===== config.mk =====
export PLATFORM = sky130hd
export DESIGN_NAME = decode_execute_top
export DESIGN_NICKNAME = d
export VERILOG_FILES = /design/src/design/rv_core_pkg.sv /design/src/design/decode_execute_top.sv /design/src/design/execute_register.sv /design/src/design/execute_stage.sv /design/src/design/instr_decoder.sv /design/src/design/reg_file.sv
export SDC_FILE = /design/constraint.sdc
export NUM_CORES = 2
export LEC_CHECK = 0
export BUFFER_PORTS_ARGS = -buffer_cell sky130_fd_sc_hd__clkbuf_2
export CORE_MARGIN = 2
export CORE_UTILIZATION = 35
export CTS_BUF_LIST = sky130_fd_sc_hd__clkbuf_4 sky130_fd_sc_hd__clkbuf_8
export DETAILED_ROUTE_END_ITERATION = 8
export SLEW_MARGIN = 20
export SYNTH_ARGS = -nofsm -noshare
export SYNTH_HDL_FRONTEND = slang
export SYNTH_SLANG_ARGS = --single-unit

===== constraint.sdc =====
create_clock -name clk -period 17.6 [get_ports clk]
set_input_delay 1.76 -clock clk [delete_from_list [all_inputs] [get_ports clk]]
set_output_delay 1.76 -clock clk [all_outputs]
set_load 0.02 [all_outputs]

===== src/design/rv_core_pkg.sv =====
`default_nettype none

package rv_core_pkg;

    localparam int xlen       = 32;
    localparam int reg_addr_w = 5;

    // RV32I major opcodes, bits [6:0]
    typedef enum logic [6:0] {
        opc_op     = 7'b0110011,
        opc_op_imm = 7'b0010011,
        opc_load   = 7'b0000011,
        opc_store  = 7'b0100011,
        opc_branch = 7'b1100011,
        opc_jal    = 7'b1101111,
        opc_jalr   = 7'b1100111,
        opc_lui    = 7'b0110111,
        opc_auipc  = 7'b0010111
    } opcode_e;

    typedef enum logic [3:0] {
        alu_add    = 4'd0,
        alu_sub    = 4'd1,
        alu_sll    = 4'd2,
        alu_slt    = 4'd3,
        alu_sltu   = 4'd4,
        alu_xor    = 4'd5,
        alu_srl    = 4'd6,
        alu_sra    = 4'd7,
        alu_or     = 4'd8,
        alu_and    = 4'd9,
        alu_pass_b = 4'd10  // LUI
    } alu_op_e;

    typedef enum logic [1:0] {
        res_alu      = 2'd0,
        res_mem      = 2'd1,
        res_pc_plus4 = 2'd2  // Link value for jumps
    } result_src_e;

endpackage

`default_nettype wire


===== src/design/decode_execute_top.sv =====
`timescale 1ns/100ps
`default_nettype none

module decode_execute_top (
    input  logic                               clk,
    input  logic                               arst_n_i,
    input  logic [rv_core_pkg::xlen-1:0]       instr_i,
    input  logic [rv_core_pkg::xlen-1:0]       pc_i,
    input  logic                               valid_i,
    input  logic                               stall_i,
    input  logic                               flush_i,
    input  logic                               wb_we_i,
    input  logic [rv_core_pkg::reg_addr_w-1:0] wb_rd_i,
    input  logic [rv_core_pkg::xlen-1:0]       wb_data_i,
    output logic [rv_core_pkg::xlen-1:0]       alu_result_o,
    output logic [rv_core_pkg::xlen-1:0]       store_data_o,
    output logic [rv_core_pkg::reg_addr_w-1:0] rd_o,
    output logic                               reg_write_o,
    output logic                               mem_write_o,
    output rv_core_pkg::result_src_e           result_src_o,
    output logic                               byte_op_o,
    output logic                               branch_taken_o,
    output logic [rv_core_pkg::xlen-1:0]       target_o,
    output logic                               illegal_o
);

    import rv_core_pkg::*;

    logic [xlen-1:0]       rd1_d, rd2_d, imm_d, pc_plus4_d;
    logic [reg_addr_w-1:0] rs1_d, rs2_d, rd_d;
    alu_op_e               alu_op_d;
    result_src_e           result_src_d;
    logic [2:0]            funct3_d;
    logic                  reg_write_d, mem_write_d, branch_d, jump_d, jalr_d;
    logic                  alu_src_d, pc_src_a_d, byte_op_d, illegal_d;

    logic [xlen-1:0]       rd1_e, rd2_e, imm_e, pc_e, pc_plus4_e;
    logic [reg_addr_w-1:0] rs1_e, rs2_e;
    alu_op_e               alu_op_ex;
    logic [2:0]            funct3_e;
    logic                  branch_e, jump_e, jalr_e, alu_src_e, pc_src_a_e;

    assign pc_plus4_d = pc_i + 32'd4;

    instr_decoder u_decoder (
        .instr_i(instr_i), .rs1_o(rs1_d), .rs2_o(rs2_d), .rd_o(rd_d), .imm_o(imm_d),
        .alu_op_o(alu_op_d), .result_src_o(result_src_d), .funct3_o(funct3_d),
        .reg_write_o(reg_write_d), .mem_write_o(mem_write_d), .branch_o(branch_d),
        .jump_o(jump_d), .jalr_o(jalr_d), .alu_src_o(alu_src_d), .pc_src_a_o(pc_src_a_d),
        .byte_op_o(byte_op_d), .illegal_o(illegal_d)
    );

    reg_file u_reg_file (
        .clk(clk), .arst_n_i(arst_n_i), .we_i(wb_we_i), .waddr_i(wb_rd_i),
        .raddr1_i(rs1_d), .raddr2_i(rs2_d), .wdata_i(wb_data_i),
        .rdata1_o(rd1_d), .rdata2_o(rd2_d)
    );

    execute_register u_execute_register (
        .clk(clk), .arst_n_i(arst_n_i), .valid_i(valid_i), .stall_i(stall_i), .flush_i(flush_i),
        .rd1_d_i(rd1_d), .rd2_d_i(rd2_d), .imm_d_i(imm_d), .pc_d_i(pc_i),
        .pc_plus4_d_i(pc_plus4_d), .rs1_d_i(rs1_d), .rs2_d_i(rs2_d), .rd_d_i(rd_d),
        .alu_op_d_i(alu_op_d), .result_src_d_i(result_src_d), .funct3_d_i(funct3_d),
        .reg_write_d_i(reg_write_d), .mem_write_d_i(mem_write_d), .branch_d_i(branch_d),
        .jump_d_i(jump_d), .jalr_d_i(jalr_d), .alu_src_d_i(alu_src_d),
        .pc_src_a_d_i(pc_src_a_d), .byte_op_d_i(byte_op_d), .illegal_d_i(illegal_d),
        .rd1_e_o(rd1_e), .rd2_e_o(rd2_e), .imm_e_o(imm_e), .pc_e_o(pc_e),
        .pc_plus4_e_o(pc_plus4_e), .rs1_e_o(rs1_e), .rs2_e_o(rs2_e), .rd_e_o(rd_o),
        .alu_op_e_o(alu_op_ex), .result_src_e_o(result_src_o), .funct3_e_o(funct3_e),
        .reg_write_e_o(reg_write_o), .mem_write_e_o(mem_write_o), .branch_e_o(branch_e),
        .jump_e_o(jump_e), .jalr_e_o(jalr_e), .alu_src_e_o(alu_src_e),
        .pc_src_a_e_o(pc_src_a_e), .byte_op_e_o(byte_op_o), .illegal_e_o(illegal_o)
    );

    execute_stage u_execute_stage (
        .rd1_e_i(rd1_e), .rd2_e_i(rd2_e), .imm_e_i(imm_e), .pc_e_i(pc_e),
        .pc_plus4_e_i(pc_plus4_e), .rs1_e_i(rs1_e), .rs2_e_i(rs2_e),
        .alu_op_e_i(alu_op_ex), .result_src_e_i(result_src_o), .funct3_e_i(funct3_e),
        .branch_e_i(branch_e), .jump_e_i(jump_e), .jalr_e_i(jalr_e),
        .alu_src_e_i(alu_src_e), .pc_src_a_e_i(pc_src_a_e),
        .wb_we_i(wb_we_i), .wb_rd_i(wb_rd_i), .wb_data_i(wb_data_i),
        .alu_result_o(alu_result_o), .store_data_o(store_data_o), .target_o(target_o),
        .branch_taken_o(branch_taken_o)
    );

endmodule

`default_nettype wire


===== src/design/execute_register.sv =====
`timescale 1ns/100ps
`default_nettype none

module execute_register (
    input  logic                               clk,
    input  logic                               arst_n_i,
    input  logic                               valid_i,
    input  logic                               stall_i,
    input  logic                               flush_i,
    input  logic [rv_core_pkg::xlen-1:0]       rd1_d_i, rd2_d_i, imm_d_i, pc_d_i, pc_plus4_d_i,
    input  logic [rv_core_pkg::reg_addr_w-1:0] rs1_d_i, rs2_d_i, rd_d_i,
    input  rv_core_pkg::alu_op_e               alu_op_d_i,
    input  rv_core_pkg::result_src_e           result_src_d_i,
    input  logic [2:0]                         funct3_d_i,
    input  logic                               reg_write_d_i, mem_write_d_i, branch_d_i,
    input  logic                               jump_d_i, jalr_d_i, alu_src_d_i,
    input  logic                               pc_src_a_d_i, byte_op_d_i, illegal_d_i,
    output logic [rv_core_pkg::xlen-1:0]       rd1_e_o, rd2_e_o, imm_e_o, pc_e_o, pc_plus4_e_o,
    output logic [rv_core_pkg::reg_addr_w-1:0] rs1_e_o, rs2_e_o, rd_e_o,
    output rv_core_pkg::alu_op_e               alu_op_e_o,
    output rv_core_pkg::result_src_e           result_src_e_o,
    output logic [2:0]                         funct3_e_o,
    output logic                               reg_write_e_o, mem_write_e_o, branch_e_o,
    output logic                               jump_e_o, jalr_e_o, alu_src_e_o,
    output logic                               pc_src_a_e_o, byte_op_e_o, illegal_e_o
);

    import rv_core_pkg::*;

    logic take;  // Real instruction, not a bubble

    assign take = valid_i && !flush_i;

    always_ff @(posedge clk or negedge arst_n_i) begin
        if (!arst_n_i) begin
            rd1_e_o        <= '0;
            rd2_e_o        <= '0;
            imm_e_o        <= '0;
            pc_e_o         <= '0;
            pc_plus4_e_o   <= '0;
            rs1_e_o        <= '0;
            rs2_e_o        <= '0;
            rd_e_o         <= '0;
            alu_op_e_o     <= alu_add;
            result_src_e_o <= res_alu;
            funct3_e_o     <= '0;
            reg_write_e_o  <= 1'b0;
            mem_write_e_o  <= 1'b0;
            branch_e_o     <= 1'b0;
            jump_e_o       <= 1'b0;
            jalr_e_o       <= 1'b0;
            alu_src_e_o    <= 1'b0;
            pc_src_a_e_o   <= 1'b0;
            byte_op_e_o    <= 1'b0;
            illegal_e_o    <= 1'b0;
        end else if (flush_i || !stall_i) begin  // Flush overrides stall
            rd1_e_o        <= rd1_d_i;
            rd2_e_o        <= rd2_d_i;
            imm_e_o        <= imm_d_i;
            pc_e_o         <= pc_d_i;
            pc_plus4_e_o   <= pc_plus4_d_i;
            rs1_e_o        <= rs1_d_i;
            rs2_e_o        <= rs2_d_i;
            rd_e_o         <= rd_d_i;
            alu_op_e_o     <= alu_op_d_i;
            result_src_e_o <= result_src_d_i;
            funct3_e_o     <= funct3_d_i;
            reg_write_e_o  <= reg_write_d_i && take;
            mem_write_e_o  <= mem_write_d_i && take;
            branch_e_o     <= branch_d_i && take;
            jump_e_o       <= jump_d_i && take;
            jalr_e_o       <= jalr_d_i && take;
            alu_src_e_o    <= alu_src_d_i;
            pc_src_a_e_o   <= pc_src_a_d_i;
            byte_op_e_o    <= byte_op_d_i;
            illegal_e_o    <= illegal_d_i && take;
        end
    end

endmodule

`default_nettype wire


===== src/design/execute_stage.sv =====
`timescale 1ns/100ps
`default_nettype none

module execute_stage (
    input  logic [rv_core_pkg::xlen-1:0]       rd1_e_i, rd2_e_i, imm_e_i, pc_e_i, pc_plus4_e_i,
    input  logic [rv_core_pkg::reg_addr_w-1:0] rs1_e_i, rs2_e_i,
    input  rv_core_pkg::alu_op_e               alu_op_e_i,
    input  rv_core_pkg::result_src_e           result_src_e_i,
    input  logic [2:0]                         funct3_e_i,
    input  logic                               branch_e_i, jump_e_i, jalr_e_i,
    input  logic                               alu_src_e_i, pc_src_a_e_i,
    input  logic                               wb_we_i,
    input  logic [rv_core_pkg::reg_addr_w-1:0] wb_rd_i,
    input  logic [rv_core_pkg::xlen-1:0]       wb_data_i,
    output logic [rv_core_pkg::xlen-1:0]       alu_result_o,
    output logic [rv_core_pkg::xlen-1:0]       store_data_o,
    output logic [rv_core_pkg::xlen-1:0]       target_o,
    output logic                               branch_taken_o
);

    import rv_core_pkg::*;

    logic [xlen-1:0] src_a;
    logic [xlen-1:0] src_b;
    logic [xlen-1:0] op_a;
    logic [xlen-1:0] op_b;
    logic [xlen-1:0] alu_out;
    logic [xlen-1:0] jalr_sum;
    logic            cond;

    // Writeback landing while the instruction sits in execute
    assign src_a = (wb_we_i && wb_rd_i != '0 && wb_rd_i == rs1_e_i) ? wb_data_i : rd1_e_i;
    assign src_b = (wb_we_i && wb_rd_i != '0 && wb_rd_i == rs2_e_i) ? wb_data_i : rd2_e_i;

    assign op_a = pc_src_a_e_i ? pc_e_i : src_a;
    assign op_b = alu_src_e_i ? imm_e_i : src_b;

    always_comb begin
        case (alu_op_e_i)
            alu_add:    alu_out = op_a + op_b;
            alu_sub:    alu_out = op_a - op_b;
            alu_sll:    alu_out = op_a << op_b[4:0];
            alu_slt:    alu_out = {31'b0, $signed(op_a) < $signed(op_b)};
            alu_sltu:   alu_out = {31'b0, op_a < op_b};
            alu_xor:    alu_out = op_a ^ op_b;
            alu_srl:    alu_out = op_a >> op_b[4:0];
            alu_sra:    alu_out = $signed(op_a) >>> op_b[4:0];
            alu_or:     alu_out = op_a | op_b;
            alu_and:    alu_out = op_a & op_b;
            alu_pass_b: alu_out = op_b;
            default:    alu_out = '0;
        endcase
    end

    always_comb begin
        case (funct3_e_i)
            3'b000:  cond = (src_a == src_b);                   // beq
            3'b001:  cond = (src_a != src_b);                   // bne
            3'b100:  cond = ($signed(src_a) < $signed(src_b));  // blt
            3'b101:  cond = ($signed(src_a) >= $signed(src_b)); // bge
            3'b110:  cond = (src_a < src_b);                    // bltu
            3'b111:  cond = (src_a >= src_b);                   // bgeu
            default: cond = 1'b0;
        endcase
    end

    assign jalr_sum       = src_a + imm_e_i;
    assign target_o       = jalr_e_i ? {jalr_sum[xlen-1:1], 1'b0} : pc_e_i + imm_e_i;
    assign branch_taken_o = jump_e_i || (branch_e_i && cond);
    assign store_data_o   = src_b;
    assign alu_result_o   = (result_src_e_i == res_pc_plus4) ? pc_plus4_e_i : alu_out;

endmodule

`default_nettype wire


===== src/design/instr_decoder.sv =====
`timescale 1ns/100ps
`default_nettype none

module instr_decoder (
    input  logic [rv_core_pkg::xlen-1:0]       instr_i,
    output logic [rv_core_pkg::reg_addr_w-1:0] rs1_o,
    output logic [rv_core_pkg::reg_addr_w-1:0] rs2_o,
    output logic [rv_core_pkg::reg_addr_w-1:0] rd_o,
    output logic [rv_core_pkg::xlen-1:0]       imm_o,
    output rv_core_pkg::alu_op_e               alu_op_o,
    output rv_core_pkg::result_src_e           result_src_o,
    output logic [2:0]                         funct3_o,
    output logic                               reg_write_o,
    output logic                               mem_write_o,
    output logic                               branch_o,
    output logic                               jump_o,
    output logic                               jalr_o,
    output logic                               alu_src_o,
    output logic                               pc_src_a_o,
    output logic                               byte_op_o,
    output logic                               illegal_o
);

    import rv_core_pkg::*;

    opcode_e    opcode;
    logic [2:0] funct3;

    // funct3 to ALU operation, alt selects sub/sra
    function automatic alu_op_e alu_decode(input logic [2:0] f3, input logic alt);
        case (f3)
            3'b000:  return alt ? alu_sub : alu_add;
            3'b001:  return alu_sll;
            3'b010:  return alu_slt;
            3'b011:  return alu_sltu;
            3'b100:  return alu_xor;
            3'b101:  return alt ? alu_sra : alu_srl;
            3'b110:  return alu_or;
            default: return alu_and;
        endcase
    endfunction

    assign opcode   = opcode_e'(instr_i[6:0]);
    assign funct3   = instr_i[14:12];
    assign funct3_o = funct3;
    assign rs1_o    = instr_i[19:15];
    assign rs2_o    = instr_i[24:20];
    assign rd_o     = instr_i[11:7];

    always_comb begin
        imm_o        = '0;
        alu_op_o     = alu_add;
        result_src_o = res_alu;
        reg_write_o  = 1'b0;
        mem_write_o  = 1'b0;
        branch_o     = 1'b0;
        jump_o       = 1'b0;
        jalr_o       = 1'b0;
        alu_src_o    = 1'b0;
        pc_src_a_o   = 1'b0;
        byte_op_o    = 1'b0;
        illegal_o    = 1'b0;
        case (opcode)
            opc_op: begin
                reg_write_o = 1'b1;
                alu_op_o    = alu_decode(funct3, instr_i[30]);
            end
            opc_op_imm: begin
                reg_write_o = 1'b1;
                alu_src_o   = 1'b1;
                imm_o       = {{20{instr_i[31]}}, instr_i[31:20]};
                alu_op_o    = alu_decode(funct3, instr_i[30] && funct3 == 3'b101);  // No subi
            end
            opc_load: begin
                reg_write_o  = 1'b1;
                alu_src_o    = 1'b1;
                result_src_o = res_mem;
                byte_op_o    = (funct3[1:0] == 2'b00);
                imm_o        = {{20{instr_i[31]}}, instr_i[31:20]};
            end
            opc_store: begin
                mem_write_o = 1'b1;
                alu_src_o   = 1'b1;
                byte_op_o   = (funct3[1:0] == 2'b00);
                imm_o       = {{20{instr_i[31]}}, instr_i[31:25], instr_i[11:7]};
            end
            opc_branch: begin
                branch_o = 1'b1;
                alu_op_o = alu_sub;
                imm_o    = {{19{instr_i[31]}}, instr_i[31], instr_i[7], instr_i[30:25],
                            instr_i[11:8], 1'b0};
            end
            opc_jal: begin
                reg_write_o  = 1'b1;
                jump_o       = 1'b1;
                result_src_o = res_pc_plus4;
                imm_o        = {{11{instr_i[31]}}, instr_i[31], instr_i[19:12], instr_i[20],
                                instr_i[30:21], 1'b0};
            end
            opc_jalr: begin
                reg_write_o  = 1'b1;
                jump_o       = 1'b1;
                jalr_o       = 1'b1;
                alu_src_o    = 1'b1;
                result_src_o = res_pc_plus4;
                imm_o        = {{20{instr_i[31]}}, instr_i[31:20]};
            end
            opc_lui: begin
                reg_write_o = 1'b1;
                alu_src_o   = 1'b1;
                alu_op_o    = alu_pass_b;
                imm_o       = {instr_i[31:12], 12'b0};
            end
            opc_auipc: begin
                reg_write_o = 1'b1;
                alu_src_o   = 1'b1;
                pc_src_a_o  = 1'b1;  // PC + upper immediate
                imm_o       = {instr_i[31:12], 12'b0};
            end
            default: illegal_o = 1'b1;
        endcase
    end

endmodule

`default_nettype wire


===== src/design/reg_file.sv =====
`timescale 1ns/100ps
`default_nettype none

module reg_file (
    input  logic                               clk,
    input  logic                               arst_n_i,
    input  logic                               we_i,
    input  logic [rv_core_pkg::reg_addr_w-1:0] waddr_i,
    input  logic [rv_core_pkg::reg_addr_w-1:0] raddr1_i,
    input  logic [rv_core_pkg::reg_addr_w-1:0] raddr2_i,
    input  logic [rv_core_pkg::xlen-1:0]       wdata_i,
    output logic [rv_core_pkg::xlen-1:0]       rdata1_o,
    output logic [rv_core_pkg::xlen-1:0]       rdata2_o
);

    import rv_core_pkg::*;

    logic [xlen-1:0] regs [1:31];  // x0 not stored

    always_ff @(posedge clk or negedge arst_n_i) begin
        if (!arst_n_i) begin
            for (int i = 1; i < 32; i++) begin
                regs[i] <= '0;
            end
        end else if (we_i && waddr_i != '0) begin
            regs[waddr_i] <= wdata_i;
        end
    end

    // Write-through so decode sees a same-cycle writeback
    assign rdata1_o = (raddr1_i == '0)                  ? '0      :
                      (we_i && raddr1_i == waddr_i)     ? wdata_i : regs[raddr1_i];
    assign rdata2_o = (raddr2_i == '0)                  ? '0      :
                      (we_i && raddr2_i == waddr_i)     ? wdata_i : regs[raddr2_i];

endmodule

`default_nettype wire


# Word-level counts from Yosys, hierarchy flattened
# Cells that the tools add are included.
[totals]
in_bits = 107
output_inout_bits = 108
wordCells = 184
ff_bits = 1185
[op_classes]
n_eq_ne = 37
add_sub_neg = 5
reduce_logical = 33
magnitude_cmp = 10
bitwise_logic = 6
n_shift = 3
mux = 39
[op_table]
columns = ["cell", "count"]
rows = [
  ["992-bit bitwise mux", 1],
  ["32-bit two-way mux", 15],
  ["32-bit case mux with 11 select lines", 1],
  ["32-bit binary-select mux with 5-bit select", 2],
  ["32-bit demux with 5-bit select", 1],
  ["32-bit case mux with 5 select lines", 1],
  ["32-bit less-than comparator", 4],
  ["32-bit adder", 3],
  ["32-bit greater-or-equal comparator", 2],
  ["4-bit case mux with 7 select lines", 2],
  ["32-bit by 3-bit adder with 32-bit output (second input constant)", 1],
  ["32-bit bitwise AND", 1],
  ["32-bit == test", 1],
  ["32-bit inequality test", 1],
  ["32-bit bitwise OR", 1],
  ["32-bit by 5-bit left shift with 32-bit output", 1],
  ["32-bit by 5-bit >> shifter with 32-bit output", 1],
  ["32-bit by 5-bit >>> shifter with 32-bit output", 1],
  ["32-bit subtractor", 1],
  ["32-bit bitwise XOR", 1],
  ["3-bit == test (second input constant)", 7],
  ["7-bit by 6-bit == test with 1-bit output (second input constant)", 3],
  ["7-bit == test (second input constant)", 3],
  ["5-bit == test", 4],
  ["other kinds (29)", 74],
]

# Logic depth before layout (Yosys ltp)
[logic_depth]
depth_word = 8
mapped_depth = 24
depth_no_buf = 19

# By module
# Synthesis repeated with hierarchy kept, for this count alone.
[unflattened]
hier_cells = 6708
hier_area_um2 = 79426.2
[modules_own_cells]
columns = ["module", "seq_area_each_um2", "n_inst", "area_each_um2", "cells_each"]
rows = [
  ["reg_file", 24823.8, 1, 53654.0, 3632],
  ["execute_stage", 0.0, 1, 16542.1, 2465],
  ["execute_register", 4829.6, 1, 7718.7, 411],
  ["instr_decoder", 0.0, 1, 945.9, 119],
  ["decode_execute_top", 0.0, 1, 565.5, 81],
]

# Worst setup path after synthesis
# No wires, ideal clock.
[synth_timing]
path_type = "input to output"
from = "in wb_rd_i[4] in the netlist's numbering"
to = "out alu_result_o[0] in the netlist's numbering"
path_buffers = 5
cell_stages = 23
required_ns = 15.840
arrival_ns = 7.030
slack_ns = 8.810
cell_sequence = "buf_2 or3_4 o31ai_4 buf_6 nor3_2 buf_2 buf_1 mux2_2 mux2i_1 inv_1 ha_1 clkbuf_1 inv_1 a21oi_1 o31ai_1 o311a_1 nor4_1 nor4bb_1 o41ai_1 and2_1 nor4b_1 or3_1 a22oi_1"
[synth_between]
elab_chain_cells = 8
word_cells_on_any_way = 22
cone_classes = "2 x add/sub; 2 x order compare; 2 x eq/ne; 3 x shift; 6 x mux; 3 x bitwise; 4 x reduce/logical"
[synth_lines]
columns = ["item", "line_no", "source"]
rows = [
  ["start: declaration", "decode_execute_top.sv:13", "input logic [rv_core_pkg::reg_addr_w-1:0] wb_rd_i,"],
  ["5-bit nonzero test", "execute_stage.sv:33", "assign src_b = (wb_we_i && wb_rd_i != '0 && wb_rd_i == rs2_e_i) ? wb_data_i : rd2_e_i;"],
  ["1-bit logical AND", "execute_stage.sv:33", ""],
  ["1-bit logical AND *", "execute_stage.sv:33", ""],
  ["32-bit two-way mux *", "execute_stage.sv:33", ""],
  ["named net store_data_o, one bit", "decode_execute_top.sv:16", "output logic [rv_core_pkg::xlen-1:0] store_data_o,"],
  ["32-bit two-way mux *", "execute_stage.sv:36", "assign op_b = alu_src_e_i ? imm_e_i : src_b;"],
  ["32-bit less-than comparator, on equally long branches", "execute_stage.sv:44, execute_stage.sv:43", ""],
  ["32-bit case mux with 11 select lines *", "execute_stage.sv:39", "case (alu_op_e_i)"],
  ["32-bit two-way mux *", "execute_stage.sv:71", "assign alu_result_o = (result_src_e_i == res_pc_plus4) ? pc_plus4_e_i : alu_out;"],
  ["end: declaration", "decode_execute_top.sv:15", "output logic [rv_core_pkg::xlen-1:0] alu_result_o,"],
]
# The timed path passes the listed nets; every way through them passes the cells marked *.

# Worst setup path in the final report
[layout_timing]
from = "in wb_rd_i[2] in the netlist's numbering"
to = "out alu_result_o[30] in the netlist's numbering"
[layout_between]
elab_chain_cells = 8
word_cells_on_any_way = 20
cone_classes = "2 x add/sub; 2 x eq/ne; 3 x shift; 6 x mux; 3 x bitwise; 4 x reduce/logical"
[layout_lines]
columns = ["item", "line_no", "source"]
rows = [
  ["5-bit nonzero test", "execute_stage.sv:32, execute_stage.sv:33", ""],
  ["1-bit logical AND", "execute_stage.sv:32, execute_stage.sv:33", ""],
  ["1-bit logical AND, on equally long branches", "execute_stage.sv:32, execute_stage.sv:33", ""],
  ["32-bit two-way mux, on equally long branches", "execute_stage.sv:32, execute_stage.sv:33", ""],
  ["32-bit two-way mux, on equally long branches", "execute_stage.sv:35, execute_stage.sv:36", ""],
  ["32-bit subtractor, or another cell as far along", "execute_stage.sv:41", "alu_sub: alu_out = op_a - op_b;"],
  ["32-bit case mux with 11 select lines *", "execute_stage.sv:39", ""],
  ["32-bit two-way mux *", "execute_stage.sv:71", ""],
]
# Every way passes the cells marked *; elsewhere a longest branch is shown, timed or not.

==> impl_results.md <==
- Area contributors post-synth: dfrtp_1 39%, mux4_2 17%, mux2_2 16%
- Clock Skews: 0.0483 ns
- Critical Path Start Type: primary input
- Class of the tightest hold or removal check: reg2reg
- Largest net degree at the start of global routing: 171
- Count of state elements after synthesis: 1183
- Most Crowded Layer GR: met2
- Final Hold Viols: 0
- Met3 track demand over resource: 0.0565
- Routed WL: between 200 and 300 mm
- CTS tree: done
- Worst EP required: 15.84 ns
- Syn. warnings: 0
- Setup_tns: 0 ns
- Fillers: 20.7k
- Mux share of post-synthesis cell area: 0.358
- Placeable Area: roughly 220000 um2
- # DRC: 0
- Setup Buffers After CTS: 0
- Pre-Repair DR Iteration Count: 8
- Top_reg_cell synth: dfrtp_1
- Nets: approximately 7k
- Int Power: around 6300 uW
- Post-synth top area share: 0.385
- Layout cells sized above 1: 0.373
- I/O pins: approximately 220
- RePlAce Congestion: ~1.0
- Hold buffer count at cts: 0
- Type of the worst setup path: in2out
- Utilization after layout: 0.391
- Crit share post-route: 0.585
- Post-route cell area: approximately 85000 um2
- Detailed Place HPWL: just under 200 mm
- Synth Area per Inst: 11.8 um2
- Sw Pwr: around 3600 uW
- Cells resized by post-CTS repair: 0
- Initial antenna violation count: 25
- Leak: 0.0371 uW
- DIE HEIGHT: 473 um
- Synth area leader: dfrtp_1
- First-pass GRT wire length: 419 mm
- Final ANT Viol Nets: 0
- Minimum clock period: about 10 ns
- Design Power: 9910 uW
- Compound-gate portion of the synthesized area: 0.102
- Vias in the first global route: ~58k
- CP Capture Type: primary output
- Mapped Area: 76800 um2
- CTS root buf: clkbuf_8
- FP Rows: 171
- Clk pwr share: 0.270
- Ys async rst share: 1.00
- Num CTS Buffers: 197
- Simple-Gate Fraction of Synth Area: 0.0687
- Initial DRC count: between 6k and 7k
- Yosys cell types: 97
- Peak Freq: 0.0970 GHz
- Combinational fraction of design power: 0.368
- Mapped Cells: between 6k and 7k
- VDD IR-drop max: 0.0627 mV
- Worst-skew pair later-pin latency: 1.00 ns
- Setup ws final: about 7.3 ns
- Syn nets: 6827
- Met2 Use GR: 0.397
- Number of flops mapped to enable cells by yosys: 0
- Switching portion of total power: 0.368
- Initial Utilization: 0.353
- Adder-cell share of the synthesized area: 0.0328
- Seq/Total Area, Yosys: 0.385
- Port bufs: approximately 210
- Wirelength per Cell: 30.4 um
- Crit path max fanout: 42
- Setup Viol. Count Final: 0
- Post-Synth XOR/XNOR Area: 0.0149
- Die span in x: 473 um
- Max Cap Viol: 0
- Via count: 58.3k
- Sequential power share: 0.362
- Pre-CTS setup slack: ~7.4 ns
- Synthesis-to-finish area growth: 10.7%
- Power per standard cell area: 117 nW/um2
- Die area: around 220000 um2
- Total grt overflow: 0
- Post-DP Area: 80600 um2
- Synth cell count leaders: 1183 x dfrtp_1, 1063 x mux2_2, 581 x mux4_2, 548 x nand2_1, 423 x clkbuf_1
- Largest family of logic cells by synthesized area: multiplexers
- Slew Limit Headroom: 0.197
- Via/cell ratio: 6.12
- Clock net sink count: 1183
- Slew @ Worst Pin: between 1 and 1.5 ns
- Clock buffer depth: 3
- GRT Total Usage: 0.255
- Met1 GRT Util: 0.327
- Status: complete, no violations
- Critical Path AT: approximately 8.5 ns
- Clock-pin transition on the worst setup and hold timing paths: about 0.06 ns
- Most frequent cell after synthesis: dfrtp_1
- RSZ-0062 raised after global routing: false
- Max-slew violation total from the final report: 0
- H-tree Lvls: 4
## registers in the layout, indices dropped and copies added, names as in the netlist, 2 cells and up
name,flops
u_execute_register.rd_e_o,5
u_execute_register.funct3_e_o,3
u_execute_register.rd2_e_o,32
u_execute_register.pc_plus4_e_o,32
u_execute_register.result_src_e_o,2
u_execute_register.imm_e_o,32
u_execute_register.rs2_e_o,5
u_execute_register.rd1_e_o,32
u_execute_register.alu_op_e_o,4
u_execute_register.pc_e_o,30
u_reg_file.regs,992
u_execute_register.rs1_e_o,5
## cell type report
cell class              count  area (um2)  area share
diodes                     13        32.5    0.000383
clock buffers             329        4030      0.0474
clock inverters            29         308     0.00362
inverters                 150         569     0.00669
multi-input cells        4596       44500       0.523
flip-flops and latches   1183       29600       0.348
well taps                2854        3570      0.0420
repair buffers            374        2420      0.0285
## power groups by stage
| stage | clock, uW | sequential, uW | combinational (uW) |
|---|---|---|---|
| 2_1_floorplan | 0 | 3490 | 2470 |
| 3_3_place_gp | 0 | 3570 | 3540 |
| 3_5_place_dp | 0 | 3620 | 3570 |
| 4_1_cts | 2730 | 3570 | 3580 |
| 5_1_grt | 2850 | 3650 | 3850 |
| 6_report | 2680 | 3590 | 3650 |
## per-stage QoR
stage	hold slack (ns)	cells
floorplan	0.439	6521
global placement	0.452	9156
detailed placement	0.466	9156
CTS	0.481	9514
global route	0.505	9525
finish	0.479	9528
## final timing paths
check	start	end	slack (ns)	depth (start not counted)
min in group asynchronous	arst_n_i	u_reg_file.regs[100]	0.83	1
max reg2reg	u_reg_file.regs[4]	u_execute_register.rd2_e_o[4]	15.05	5
min reg2reg	u_execute_register.rd_e_o[2]	u_execute_register.rd_e_o[2]	0.48	2
max in group asynchronous	arst_n_i	u_execute_register.pc_plus4_e_o[26]	12.67	5
max	wb_rd_i[2]	alu_result_o[30]	7.30	20
min	u_execute_register.rd_e_o[2]	u_execute_register.rd_e_o[2]	0.48	2
## critical path: stages
cell       delay, ns
clkbuf_2        0.25
or3_4           0.50
o31ai_4         0.46
nor4_1          0.19
nor3_4          0.22
buf_4           0.53
clkinv_1        0.81
ha_1            0.50
or2_2           0.28
o2111ai_1       0.18
nand3b_1        0.11
a21oi_1         0.49
o21ai_0         0.42
a31oi_1         0.56
o21ai_0         0.24
a21boi_0        0.28
xor2_1          0.17
nand2_1         0.07
a41oi_1         0.25
clkbuf_2        0.22
## routing by layer
layer / part of all wire / routed length, um
met1: 0.40 / 115000
met4: 0.064 / 18600
met5: 0.00030 / 87
met3: 0.081 / 23500
met2: 0.46 / 132000
## cell families after synthesis
family,Yosys count
XOR/XNOR,131
AND/OR/NAND/NOR,1183
flip-flops,1183
adder cells (fa/ha/maj),199
multiplexers,1880
buffers and inverters,742
AO/OA/AOI/OAI,1203
## layout by cell type (no fill, tap or decap), types with 15 or more instances in the layout
cell | netlist | layout
dfrtp_1 | 1183 | 1182
mux2_2 | 1063 | 1063
mux4_2 | 581 | 581
nand2_1 | 548 | 533
a21oi_1 | 359 | 357
o21ai_0 | 284 | 282
nor2_1 | 269 | 255
clkbuf_8 | 0 | 249
mux2i_1 | 229 | 229
clkbuf_2 | 1 | 203
ha_1 | 195 | 195
buf_4 | 10 | 159
inv_1 | 145 | 142
xnor2_1 | 80 | 80
clkbuf_4 | 0 | 80
nand3_1 | 78 | 78
a21o_1 | 72 | 72
a22o_1 | 70 | 70
nor3_1 | 61 | 59
xor2_1 | 51 | 51
a31oi_1 | 42 | 41
and3_1 | 38 | 36
nand2b_1 | 38 | 36
a22oi_1 | 35 | 35
a211oi_1 | 31 | 31
nor2b_1 | 31 | 29
o22ai_1 | 28 | 28
a221oi_1 | 27 | 27
o211ai_1 | 21 | 21
o221ai_1 | 21 | 21
nor4_1 | 22 | 20
o21bai_1 | 18 | 18
nand4_1 | 15 | 15
o31ai_1 | 16 | 15
nand2_2 | 0 | 15
Note: power is estimated with default switching activity, not from simulation.
